<file path="config.mk">
export PLATFORM = sky130hd
export DESIGN_NAME = rv_alu_top
export DESIGN_NICKNAME = d
export VERILOG_FILES = /design/src/rv_alu_pkg.sv /design/src/rv_stage_if.sv /design/src/rv_wb_regs.sv /design/src/rv_decode.sv /design/src/rv_execute.sv /design/src/rv_result.sv /design/src/rv_alu_top.sv
export SDC_FILE = /design/constraint.sdc
export NUM_CORES = 1
export LEC_CHECK = 0
export BUFFER_PORTS_ARGS = -buffer_cell sky130_fd_sc_hd__buf_2
export CAP_MARGIN = 25
export CORE_MARGIN = 3
export CORE_UTILIZATION = 48
export CTS_CLUSTER_DIAMETER = 80
export DETAILED_ROUTE_END_ITERATION = 8
export PLACE_DENSITY_LB_ADDON = 0.12
export SYNTH_ARGS = -nofsm -noshare
export SYNTH_HDL_FRONTEND = slang
export SYNTH_SLANG_ARGS = --single-unit
</file>
<file path="constraint.sdc">
create_clock -name i_clk -period 4.85 [get_ports i_clk]
set_input_delay 1.455 -clock i_clk [delete_from_list [all_inputs] [get_ports i_clk]]
set_output_delay 1.455 -clock i_clk [all_outputs]
set_load 0.01 [all_outputs]
</file>
<file path="src/rv_alu_pkg.sv">
`default_nettype none

package rv_alu_pkg;

    // datapath widths
    localparam int XLEN       = 32;
    localparam int REG_ADDR_W = 5;
    localparam int WB_ADDR_W  = 3;
    localparam int SHAMT_W    = $clog2(XLEN);

    localparam logic [XLEN-1:0] INSTR_STEP = 32'd4;

    // 32-bit encodings carry 11 in the two low bits
    localparam logic [1:0] INSTR_FULL = 2'b11;
    localparam logic [6:0] F7_BASE    = 7'b0000000;
    localparam logic [6:0] F7_ALT     = 7'b0100000;

    // host register map, word offsets
    localparam logic [WB_ADDR_W-1:0] REG_RS1     = 3'd0;
    localparam logic [WB_ADDR_W-1:0] REG_RS2     = 3'd1;
    localparam logic [WB_ADDR_W-1:0] REG_PC      = 3'd2;
    localparam logic [WB_ADDR_W-1:0] REG_INSTR   = 3'd3;
    localparam logic [WB_ADDR_W-1:0] REG_RESULT  = 3'd4;
    localparam logic [WB_ADDR_W-1:0] REG_NEXT_PC = 3'd5;
    localparam logic [WB_ADDR_W-1:0] REG_STATUS  = 3'd6;
    localparam logic [WB_ADDR_W-1:0] REG_RETIRED = 3'd7;

    // status word layout
    localparam int ST_BUSY    = 0;
    localparam int ST_TAKEN   = 1;
    localparam int ST_WRITE   = 2;
    localparam int ST_ILLEGAL = 3;
    localparam int ST_RD_LSB  = 8;

    // major opcodes, instruction bits 6:2
    typedef enum logic [4:0] {
        OPC_OP     = 5'b01100,
        OPC_OP_IMM = 5'b00100,
        OPC_LUI    = 5'b01101,
        OPC_AUIPC  = 5'b00101,
        OPC_BRANCH = 5'b11000,
        OPC_JAL    = 5'b11011,
        OPC_JALR   = 5'b11001
    } opcode_e;

    typedef enum logic [4:0] {
        ALU_ADD, ALU_SUB, ALU_SLL, ALU_SRL, ALU_SRA,
        ALU_SLT, ALU_SLTU, ALU_XOR, ALU_OR, ALU_AND,
        ALU_BEQ, ALU_BNE, ALU_BLT, ALU_BGE, ALU_BLTU, ALU_BGEU,
        ALU_LUI, ALU_AUIPC, ALU_JAL, ALU_JALR,
        ALU_ILLEGAL
    } alu_op_e;

    typedef struct packed {
        logic [XLEN-1:0]       value;
        logic [XLEN-1:0]       next_pc;
        logic                  taken;
        logic                  write;
        logic                  illegal;
        logic [REG_ADDR_W-1:0] rd;
    } res_t;

endpackage

`default_nettype wire

</file>
<file path="src/rv_stage_if.sv">
`timescale 1ns/100ps
`default_nettype none

// decoded instruction, decode to execute
interface dec_if;
    logic                                      valid;
    rv_alu_pkg::alu_op_e                       op;
    logic [rv_alu_pkg::XLEN-1:0]               a;
    logic [rv_alu_pkg::XLEN-1:0]               b;
    logic [rv_alu_pkg::XLEN-1:0]               pc;
    logic [rv_alu_pkg::XLEN-1:0]               imm;
    logic [rv_alu_pkg::REG_ADDR_W-1:0]         rd;

    modport src (output valid, op, a, b, pc, imm, rd);
    modport dst (input  valid, op, a, b, pc, imm, rd);
endinterface

// executed result, execute to capture
interface exe_if;
    logic                                      valid;
    rv_alu_pkg::res_t                          res;

    modport src (output valid, res);
    modport dst (input  valid, res);
endinterface

`default_nettype wire

</file>
<file path="src/rv_wb_regs.sv">
`timescale 1ns/100ps
`default_nettype none

module rv_wb_regs
    import rv_alu_pkg::*;
(
    input  logic                 i_clk,
    input  logic                 i_rst,
    input  logic                 i_wb_cyc,
    input  logic                 i_wb_stb,
    input  logic                 i_wb_we,
    input  logic [WB_ADDR_W-1:0] i_wb_adr,
    input  logic [XLEN-1:0]      i_wb_dat,
    input  res_t                 i_res,
    input  logic [XLEN-1:0]      i_retired,
    input  logic                 i_busy,
    output logic [XLEN-1:0]      o_wb_dat,
    output logic                 o_wb_ack,
    output logic                 o_launch,
    output logic [XLEN-1:0]      o_instr,
    output logic [XLEN-1:0]      o_rs1,
    output logic [XLEN-1:0]      o_rs2,
    output logic [XLEN-1:0]      o_pc
);

    logic            req;
    logic            wr_en;
    logic [XLEN-1:0] status;
    logic [XLEN-1:0] rd_data;

    // new request, ack is low in the cycle after an ack
    assign req   = i_wb_cyc && i_wb_stb && !o_wb_ack;
    assign wr_en = req && i_wb_we;

    always_ff @(posedge i_clk) begin
        if (i_rst) begin
            o_wb_ack <= 1'b0;
            o_launch <= 1'b0;
        end else begin
            o_wb_ack <= req;
            o_launch <= wr_en && (i_wb_adr == REG_INSTR);
        end
    end

    // operand registers, read-only offsets fall through
    always_ff @(posedge i_clk) begin
        if (i_rst) begin
            o_rs1 <= '0;
            o_rs2 <= '0;
            o_pc  <= '0;
        end else if (wr_en) begin
            case (i_wb_adr)
                REG_RS1: o_rs1 <= i_wb_dat;
                REG_RS2: o_rs2 <= i_wb_dat;
                REG_PC:  o_pc  <= i_wb_dat;
                default: ;
            endcase
        end
    end

    always_ff @(posedge i_clk) begin
        if (wr_en && (i_wb_adr == REG_INSTR)) begin
            o_instr <= i_wb_dat;
        end
    end

    always_comb begin
        status                              = '0;
        status[ST_BUSY]                     = i_busy;
        status[ST_TAKEN]                    = i_res.taken;
        status[ST_WRITE]                    = i_res.write;
        status[ST_ILLEGAL]                  = i_res.illegal;
        status[ST_RD_LSB +: REG_ADDR_W]     = i_res.rd;
    end

    // instr offset reads back as zero
    always_comb begin
        case (i_wb_adr)
            REG_RS1:     rd_data = o_rs1;
            REG_RS2:     rd_data = o_rs2;
            REG_PC:      rd_data = o_pc;
            REG_RESULT:  rd_data = i_res.value;
            REG_NEXT_PC: rd_data = i_res.next_pc;
            REG_STATUS:  rd_data = status;
            REG_RETIRED: rd_data = i_retired;
            default:     rd_data = '0;
        endcase
    end

    always_ff @(posedge i_clk) begin
        if (req) begin
            o_wb_dat <= rd_data;
        end
    end

    // results hold still while busy is clear
    a_idle_stable: assert property (@(posedge i_clk) disable iff (i_rst)
        !i_busy |=> $stable(i_res) && $stable(i_retired));

endmodule

`default_nettype wire

</file>
<file path="src/rv_decode.sv">
`timescale 1ns/100ps
`default_nettype none

module rv_decode
    import rv_alu_pkg::*;
(
    input  logic            i_clk,
    input  logic            i_rst,
    input  logic            i_launch,
    input  logic [XLEN-1:0] i_instr,
    input  logic [XLEN-1:0] i_rs1,
    input  logic [XLEN-1:0] i_rs2,
    input  logic [XLEN-1:0] i_pc,
    dec_if.src              dec
);

    opcode_e               opcode;
    logic [2:0]            funct3;
    logic [6:0]            funct7;
    logic [XLEN-1:0]       imm_i;
    logic [XLEN-1:0]       imm_u;
    logic [XLEN-1:0]       imm_b;
    logic [XLEN-1:0]       imm_j;
    alu_op_e               op_d;
    logic [XLEN-1:0]       imm_d;
    logic                  use_rs2;
    logic [REG_ADDR_W-1:0] rd_d;

    assign opcode = opcode_e'(i_instr[6:2]);
    assign funct3 = i_instr[14:12];
    assign funct7 = i_instr[31:25];

    assign imm_i = {{21{i_instr[31]}}, i_instr[30:20]};
    assign imm_u = {i_instr[31:12], 12'b0};
    assign imm_b = {{20{i_instr[31]}}, i_instr[7], i_instr[30:25], i_instr[11:8], 1'b0};
    assign imm_j = {{12{i_instr[31]}}, i_instr[19:12], i_instr[20], i_instr[30:21], 1'b0};

    always_comb begin
        op_d    = ALU_ILLEGAL;
        imm_d   = imm_i;
        use_rs2 = 1'b0;
        if (i_instr[1:0] == INSTR_FULL) begin
            case (opcode)
                OPC_OP: begin
                    use_rs2 = 1'b1;
                    case ({funct7, funct3})
                        {F7_BASE, 3'b000}: op_d = ALU_ADD;
                        {F7_ALT,  3'b000}: op_d = ALU_SUB;
                        {F7_BASE, 3'b001}: op_d = ALU_SLL;
                        {F7_BASE, 3'b010}: op_d = ALU_SLT;
                        {F7_BASE, 3'b011}: op_d = ALU_SLTU;
                        {F7_BASE, 3'b100}: op_d = ALU_XOR;
                        {F7_BASE, 3'b101}: op_d = ALU_SRL;
                        {F7_ALT,  3'b101}: op_d = ALU_SRA;
                        {F7_BASE, 3'b110}: op_d = ALU_OR;
                        {F7_BASE, 3'b111}: op_d = ALU_AND;
                        default: ;
                    endcase
                end
                OPC_OP_IMM: begin
                    // shift amount rides in the low bits of imm_i
                    case (funct3)
                        3'b000: op_d = ALU_ADD;
                        3'b010: op_d = ALU_SLT;
                        3'b011: op_d = ALU_SLTU;
                        3'b100: op_d = ALU_XOR;
                        3'b110: op_d = ALU_OR;
                        3'b111: op_d = ALU_AND;
                        3'b001: if (funct7 == F7_BASE) op_d = ALU_SLL;
                        3'b101: begin
                            if (funct7 == F7_BASE) begin
                                op_d = ALU_SRL;
                            end else if (funct7 == F7_ALT) begin
                                op_d = ALU_SRA;
                            end
                        end
                        default: ;
                    endcase
                end
                OPC_BRANCH: begin
                    use_rs2 = 1'b1;
                    imm_d   = imm_b;
                    case (funct3)
                        3'b000: op_d = ALU_BEQ;
                        3'b001: op_d = ALU_BNE;
                        3'b100: op_d = ALU_BLT;
                        3'b101: op_d = ALU_BGE;
                        3'b110: op_d = ALU_BLTU;
                        3'b111: op_d = ALU_BGEU;
                        default: ;
                    endcase
                end
                OPC_LUI: begin
                    op_d  = ALU_LUI;
                    imm_d = imm_u;
                end
                OPC_AUIPC: begin
                    op_d  = ALU_AUIPC;
                    imm_d = imm_u;
                end
                OPC_JAL: begin
                    op_d  = ALU_JAL;
                    imm_d = imm_j;
                end
                OPC_JALR: if (funct3 == 3'b000) op_d = ALU_JALR;
                default: ;
            endcase
        end
    end

    // branches and rejected encodings have no destination
    assign rd_d = (op_d == ALU_ILLEGAL || opcode == OPC_BRANCH) ? '0 : i_instr[11:7];

    always_ff @(posedge i_clk) begin
        if (i_rst) begin
            dec.valid <= 1'b0;
        end else begin
            dec.valid <= i_launch;
        end
    end

    always_ff @(posedge i_clk) begin
        if (i_launch) begin
            dec.op  <= op_d;
            dec.a   <= i_rs1;
            dec.b   <= use_rs2 ? i_rs2 : imm_d;
            dec.pc  <= i_pc;
            dec.imm <= imm_d;
            dec.rd  <= rd_d;
        end
    end

endmodule

`default_nettype wire

</file>
<file path="src/rv_execute.sv">
`timescale 1ns/100ps
`default_nettype none

module rv_execute
    import rv_alu_pkg::*;
(
    input  logic i_clk,
    input  logic i_rst,
    dec_if.dst   dec,
    exe_if.src   exe
);

    logic [SHAMT_W-1:0] shamt;
    logic [XLEN-1:0]    pc_inc;
    logic               lt_s;
    logic               lt_u;
    logic               has_value;
    res_t               res_d;

    assign shamt  = dec.b[SHAMT_W-1:0];
    assign pc_inc = dec.pc + INSTR_STEP;
    assign lt_s   = $signed(dec.a) < $signed(dec.b);
    assign lt_u   = dec.a < dec.b;

    always_comb begin
        res_d         = '0;
        res_d.next_pc = pc_inc;
        res_d.rd      = dec.rd;
        has_value     = 1'b1;
        case (dec.op)
            ALU_ADD:   res_d.value = dec.a + dec.b;
            ALU_SUB:   res_d.value = dec.a - dec.b;
            ALU_SLL:   res_d.value = dec.a << shamt;
            ALU_SRL:   res_d.value = dec.a >> shamt;
            ALU_SRA:   res_d.value = $signed(dec.a) >>> shamt;
            ALU_SLT:   res_d.value = {{(XLEN-1){1'b0}}, lt_s};
            ALU_SLTU:  res_d.value = {{(XLEN-1){1'b0}}, lt_u};
            ALU_XOR:   res_d.value = dec.a ^ dec.b;
            ALU_OR:    res_d.value = dec.a | dec.b;
            ALU_AND:   res_d.value = dec.a & dec.b;
            ALU_LUI:   res_d.value = dec.imm;
            ALU_AUIPC: res_d.value = dec.pc + dec.imm;
            ALU_JAL: begin
                res_d.value   = pc_inc;
                res_d.next_pc = dec.pc + dec.imm;
            end
            ALU_JALR: begin
                res_d.value   = pc_inc;
                res_d.next_pc = (dec.a + dec.imm) & ~32'd1;
            end
            ALU_BEQ, ALU_BNE, ALU_BLT, ALU_BGE, ALU_BLTU, ALU_BGEU: begin
                has_value = 1'b0;
                case (dec.op)
                    ALU_BEQ:  res_d.taken = dec.a == dec.b;
                    ALU_BNE:  res_d.taken = dec.a != dec.b;
                    ALU_BLT:  res_d.taken = lt_s;
                    ALU_BGE:  res_d.taken = !lt_s;
                    ALU_BLTU: res_d.taken = lt_u;
                    default:  res_d.taken = !lt_u;
                endcase
                if (res_d.taken) begin
                    res_d.next_pc = dec.pc + dec.imm;
                end
            end
            default: begin
                has_value     = 1'b0;
                res_d.illegal = 1'b1;
            end
        endcase
        // x0 is never written
        res_d.write = has_value && (dec.rd != '0);
    end

    always_ff @(posedge i_clk) begin
        if (i_rst) begin
            exe.valid <= 1'b0;
        end else begin
            exe.valid <= dec.valid;
        end
    end

    always_ff @(posedge i_clk) begin
        if (dec.valid) begin
            exe.res <= res_d;
        end
    end

    // rejected encodings carry no destination
    a_illegal_no_rd: assert property (@(posedge i_clk) disable iff (i_rst)
        exe.valid && exe.res.illegal |-> exe.res.rd == '0);

endmodule

`default_nettype wire

</file>
<file path="src/rv_result.sv">
`timescale 1ns/100ps
`default_nettype none

module rv_result
    import rv_alu_pkg::*;
(
    input  logic            i_clk,
    input  logic            i_rst,
    input  logic            i_launch,
    input  logic            i_dec_valid,
    exe_if.dst              exe,
    output res_t            o_res,
    output logic [XLEN-1:0] o_retired,
    output logic            o_busy
);

    // newest result wins, launch order is kept by the pipeline
    always_ff @(posedge i_clk) begin
        if (i_rst) begin
            o_res <= '0;
        end else if (exe.valid) begin
            o_res <= exe.res;
        end
    end

    // only legal instructions retire
    always_ff @(posedge i_clk) begin
        if (i_rst) begin
            o_retired <= '0;
        end else if (exe.valid && !exe.res.illegal) begin
            o_retired <= o_retired + 1'b1;
        end
    end

    // anything between launch and capture
    assign o_busy = i_launch || i_dec_valid || exe.valid;

endmodule

`default_nettype wire

</file>
<file path="src/rv_alu_top.sv">
`timescale 1ns/100ps
`default_nettype none

module rv_alu_top
    import rv_alu_pkg::*;
(
    input  logic                 i_clk,
    input  logic                 i_rst,
    input  logic                 i_wb_cyc,
    input  logic                 i_wb_stb,
    input  logic                 i_wb_we,
    input  logic [WB_ADDR_W-1:0] i_wb_adr,
    input  logic [XLEN-1:0]      i_wb_dat,
    input  logic [XLEN/8-1:0]    i_wb_sel,
    output logic [XLEN-1:0]      o_wb_dat,
    output logic                 o_wb_ack
);

    logic            launch;
    logic [XLEN-1:0] instr;
    logic [XLEN-1:0] rs1;
    logic [XLEN-1:0] rs2;
    logic [XLEN-1:0] pc;
    res_t            res;
    logic [XLEN-1:0] retired;
    logic            busy;

    dec_if u_dec_if ();
    exe_if u_exe_if ();

    // whole-word writes, i_wb_sel is not decoded
    rv_wb_regs u_rv_wb_regs (
        .i_clk     (i_clk),
        .i_rst     (i_rst),
        .i_wb_cyc  (i_wb_cyc),
        .i_wb_stb  (i_wb_stb),
        .i_wb_we   (i_wb_we),
        .i_wb_adr  (i_wb_adr),
        .i_wb_dat  (i_wb_dat),
        .i_res     (res),
        .i_retired (retired),
        .i_busy    (busy),
        .o_wb_dat  (o_wb_dat),
        .o_wb_ack  (o_wb_ack),
        .o_launch  (launch),
        .o_instr   (instr),
        .o_rs1     (rs1),
        .o_rs2     (rs2),
        .o_pc      (pc)
    );

    rv_decode u_rv_decode (
        .i_clk    (i_clk),
        .i_rst    (i_rst),
        .i_launch (launch),
        .i_instr  (instr),
        .i_rs1    (rs1),
        .i_rs2    (rs2),
        .i_pc     (pc),
        .dec      (u_dec_if.src)
    );

    rv_execute u_rv_execute (
        .i_clk (i_clk),
        .i_rst (i_rst),
        .dec   (u_dec_if.dst),
        .exe   (u_exe_if.src)
    );

    rv_result u_rv_result (
        .i_clk       (i_clk),
        .i_rst       (i_rst),
        .i_launch    (launch),
        .i_dec_valid (u_dec_if.valid),
        .exe         (u_exe_if.dst),
        .o_res       (res),
        .o_retired   (retired),
        .o_busy      (busy)
    );

endmodule

`default_nettype wire

</file>
==> out/qor.csv <==
metric,value,unit
status,"complete, no violations",
grt_max_degree,114,
dr.pass1.iters,6,
slew_violations,0,
syn2layout_area_growth,12.3,%
reg2reg_setup_slack,0.27,ns
fmax,0.218,GHz
critPathLaunchType,flop,
p_comb_share,4.1,%
r2r_start,u_rv_decode.dec.b[1],
synth.area.top_cells,"edfxtp_1 27%, dfxtp_1 13%, ha_1 6.6%, a21oi_1 5.3%, nand2_1 4.9%",
fin_cells,4411,
peakVddDrop,0.000259,V
clkSlewWorstSetupHoldPaths,0.06,ns
fin_setup_tns,0,ns
hold_path.class,reg -> reg,
rows,92,
place.gp.congestion,1.02,
min_period_over_period,94.4,%
yosysSeqAreaShare,39.7,%
grt_pass1_wl,187,mm
drt_iter0_drc,3891,
drt_wl_total,131,mm
portBuffers,72,
antenna_cells,0,
grt_usage,37.8,%
cts_sinks,478,
dpl_cell_area,33000,um^2
drv_cap,0,
final_antenna_net_count,0,
worstReg2RegEnd,u_rv_execute.exe.res[69],
power_leakage,12.9,nW
cts_buffers,51,
via_per_inst,6.72,
post_cts_resized,0,
synth_warnings,0,
rsz0062_at_grt,no,
grt.overflow.total,0,
synth-main-ff-cell,edfxtp_1,
crit_path_end_kind,flop,
io_pins,77,
p_int,6.72,mW
holdPathEnd,u_rv_execute.exe.res[3],
postSynthCellCount,3437,
hold_viol_final,0,
syn_avg_cell_area,9.01,um^2
ys_seq_elements,478,
grt_pass1_vias,27006,
core_area,63400,um^2
timing.hold.ws,0.453,ns
antenna_found_initial,4,
whs_path_depth,0,
tightest_slew,1.11,ns
place_inst,4315,
cts_setup_buffers,0,
cts_hold_buf,0,
power_density,250,nW/um^2
synth-edff-count,274,
path_class,reg -> reg,
cp.arrival,4.91,ns
start_util,48.8,%
final_cell_area,34800,um^2
cts_tree,done,
drc,0,
rr_worst_depth,14,
cp.required,5.19,ns
switchingPower,1.99,mW
wl_per_cell,29.7,um
pwr-share-clk,46.5,%
clk_latency,0.61,ns
p_seq_share,49.4,%
fin_nets,3734,
synth_top_area_share,26.6,%
via_count,29637,
synthArstFlopShare,0,%
netlist_area,31000,um^2
slew-limit-headroom,25.0,%
setup_violations,0,
synth_cell_types,80,
root_buffer,clkbuf_16,
die-width,260,um
crit_path_max_fanout,65,
clk_path_buf_depth,3,
die_area,67600,um^2
hpwl,100,mm
syn_nets,3648,
hold_start,u_rv_decode.dec.rd[3],
synth_top_area_cell,edfxtp_1,
h-tree-depth,2,
fin_crit,4.58,ns
fin_skew,0.0245,ns
die_h,260,um
switching_share,22.8,%
drive_gt1_share,12.3,%
==> cell families after synthesis <==
group                      count (synthesis)  synth area share [%]
and+or+nand+nor                         1097                  15.7
AOI/OAI and AO/OA                       1029                  21.5
DFF                                      478                  39.7
buffers and inverters                    332                  4.15
muxes                                    216                  8.73
adders and majority gates                167                  6.84
xor gates and xnor gates                 118                  3.34
==> worst max-delay path, cell delays in order, from the launching register on <==
cell and delay, ns:
edfxtp_1 0.39, buf_4 0.67, ha_1 0.36, a211oi_1 0.09
nor4_1 0.49, buf_4 0.22, o21ai_1 0.08, nand2_1 0.18
o31ai_1 0.13, buf_4 0.17, o31a_1 0.33, or3_1 0.34
a31oi_1 0.19, a21oi_1 0.12, or4_1 0.55
==> sequential cells by signal, summed over array words and instances (netlist names) <==
signal	count
u_rv_decode.dec.valid	1
u_rv_decode.dec.rd	5
u_rv_decode.dec.pc	32
u_rv_wb_regs.o_wb_dat	32
u_rv_execute.exe.valid	1
u_rv_decode.dec.b	32
u_rv_wb_regs.o_rs2	32
u_rv_decode.dec.a	32
u_rv_wb_regs.o_pc	32
u_rv_result.o_res	72
u_rv_decode.dec.op	5
u_rv_wb_regs.o_launch	1
u_rv_execute.exe.res	72
u_rv_decode.dec.imm	32
u_rv_wb_regs.o_instr	32
u_rv_wb_regs.o_wb_ack	1
u_rv_result.o_retired	32
u_rv_wb_regs.o_rs1	32
==> cell usage after synthesis, drive strengths merged, types with 50 or more instances <==
library cell  instances
a21o                 63
a21oi               325
a22oi               104
clkbuf              168
dfxtp               204
edfxtp              274
ha                  163
inv                 117
mux2i               134
nand2               402
nand3                95
nor2                344
nor3                 50
o21ai               203
xnor2                60
xor2                 58
==> through the flow <==
step	utilization (%)	setup WS (ns)	total power, mW
finish	54.8	0.273	8.71
global route	54.8	0.0869	8.92
CTS	54.8	0.232	8.73
detailed placement	52.1	0.256	4.73
global placement	52.0	0.138	4.73
floorplan	-	0.297	4.57
==> worst max path at each step <==
stage                         start                        to  slack (ns)
3_5_place_dp   u_rv_decode.dec.b[0]  u_rv_execute.exe.res[68]        0.26
6_report       u_rv_decode.dec.b[1]  u_rv_execute.exe.res[69]        0.27
2_1_floorplan              i_wb_cyc   u_rv_wb_regs.o_instr[0]        0.30
5_1_grt        u_rv_decode.dec.a[0]   u_rv_execute.exe.res[9]        0.09
3_3_place_gp   u_rv_decode.dec.a[0]  u_rv_execute.exe.res[14]        0.14
4_1_cts        u_rv_decode.dec.b[0]  u_rv_execute.exe.res[68]        0.23
==> power groups by stage <==
stage                     Sequential [mW]  Clock, mW  Combinational [mW]
after floorplan                      4.39          0               0.181
after global placement               4.39          0               0.340
after detailed placement             4.39          0               0.344
after CTS                            4.30       4.08               0.346
after global routing                 4.30       4.25               0.374
final                                4.30       4.05               0.357
==> layer usage <==
| layer | share of wire, % | wire, um | track usage, % | vias up |
|---|---|---|---|---|
| met4 | 4.6 | 5980 | 14.7 | 2 |
| met1 | 42 | 54700 | 54.9 | 14437 |
| li1 | - | - | - | 12886 |
| met5 | 0.0099 | 13 | 0 | - |
| met3 | 13 | 17200 | 9.94 | 295 |
| met2 | 41 | 53200 | 53.3 | 2017 |
==> layout make-up <==
cell class,count,area (um^2)
multi-input cells,2627,17400
clock inverters,28,332
repair buffers,245,1770
well taps,846,1060
fillers,5691,28600
flip-flops and latches,478,12300
clock buffers,67,1410
inverters,120,450
==> placed cells by master (no fill, tap or decap), drive strengths merged, types with 17 or more instances in the layout <==
cell and n:
nand2 402, nor2 344, a21oi 325, edfxtp 274
buf 244, dfxtp 204, o21ai 203, ha 163
mux2i 134, inv 119, a22oi 104, nand3 95
clkbuf 68, a21o 63, xnor2 60, xor2 58
nor3 50, a221oi 45, mux2 43, o211ai 42
mux4 39, and3 36, a211oi 34, nand4 31
nand2b 27, nor2b 27, or3 26, o21bai 24
clkinv 23, o221ai 22, a221o 21, and2 20
o22ai 17
Power figures use the tool's default switching activity.
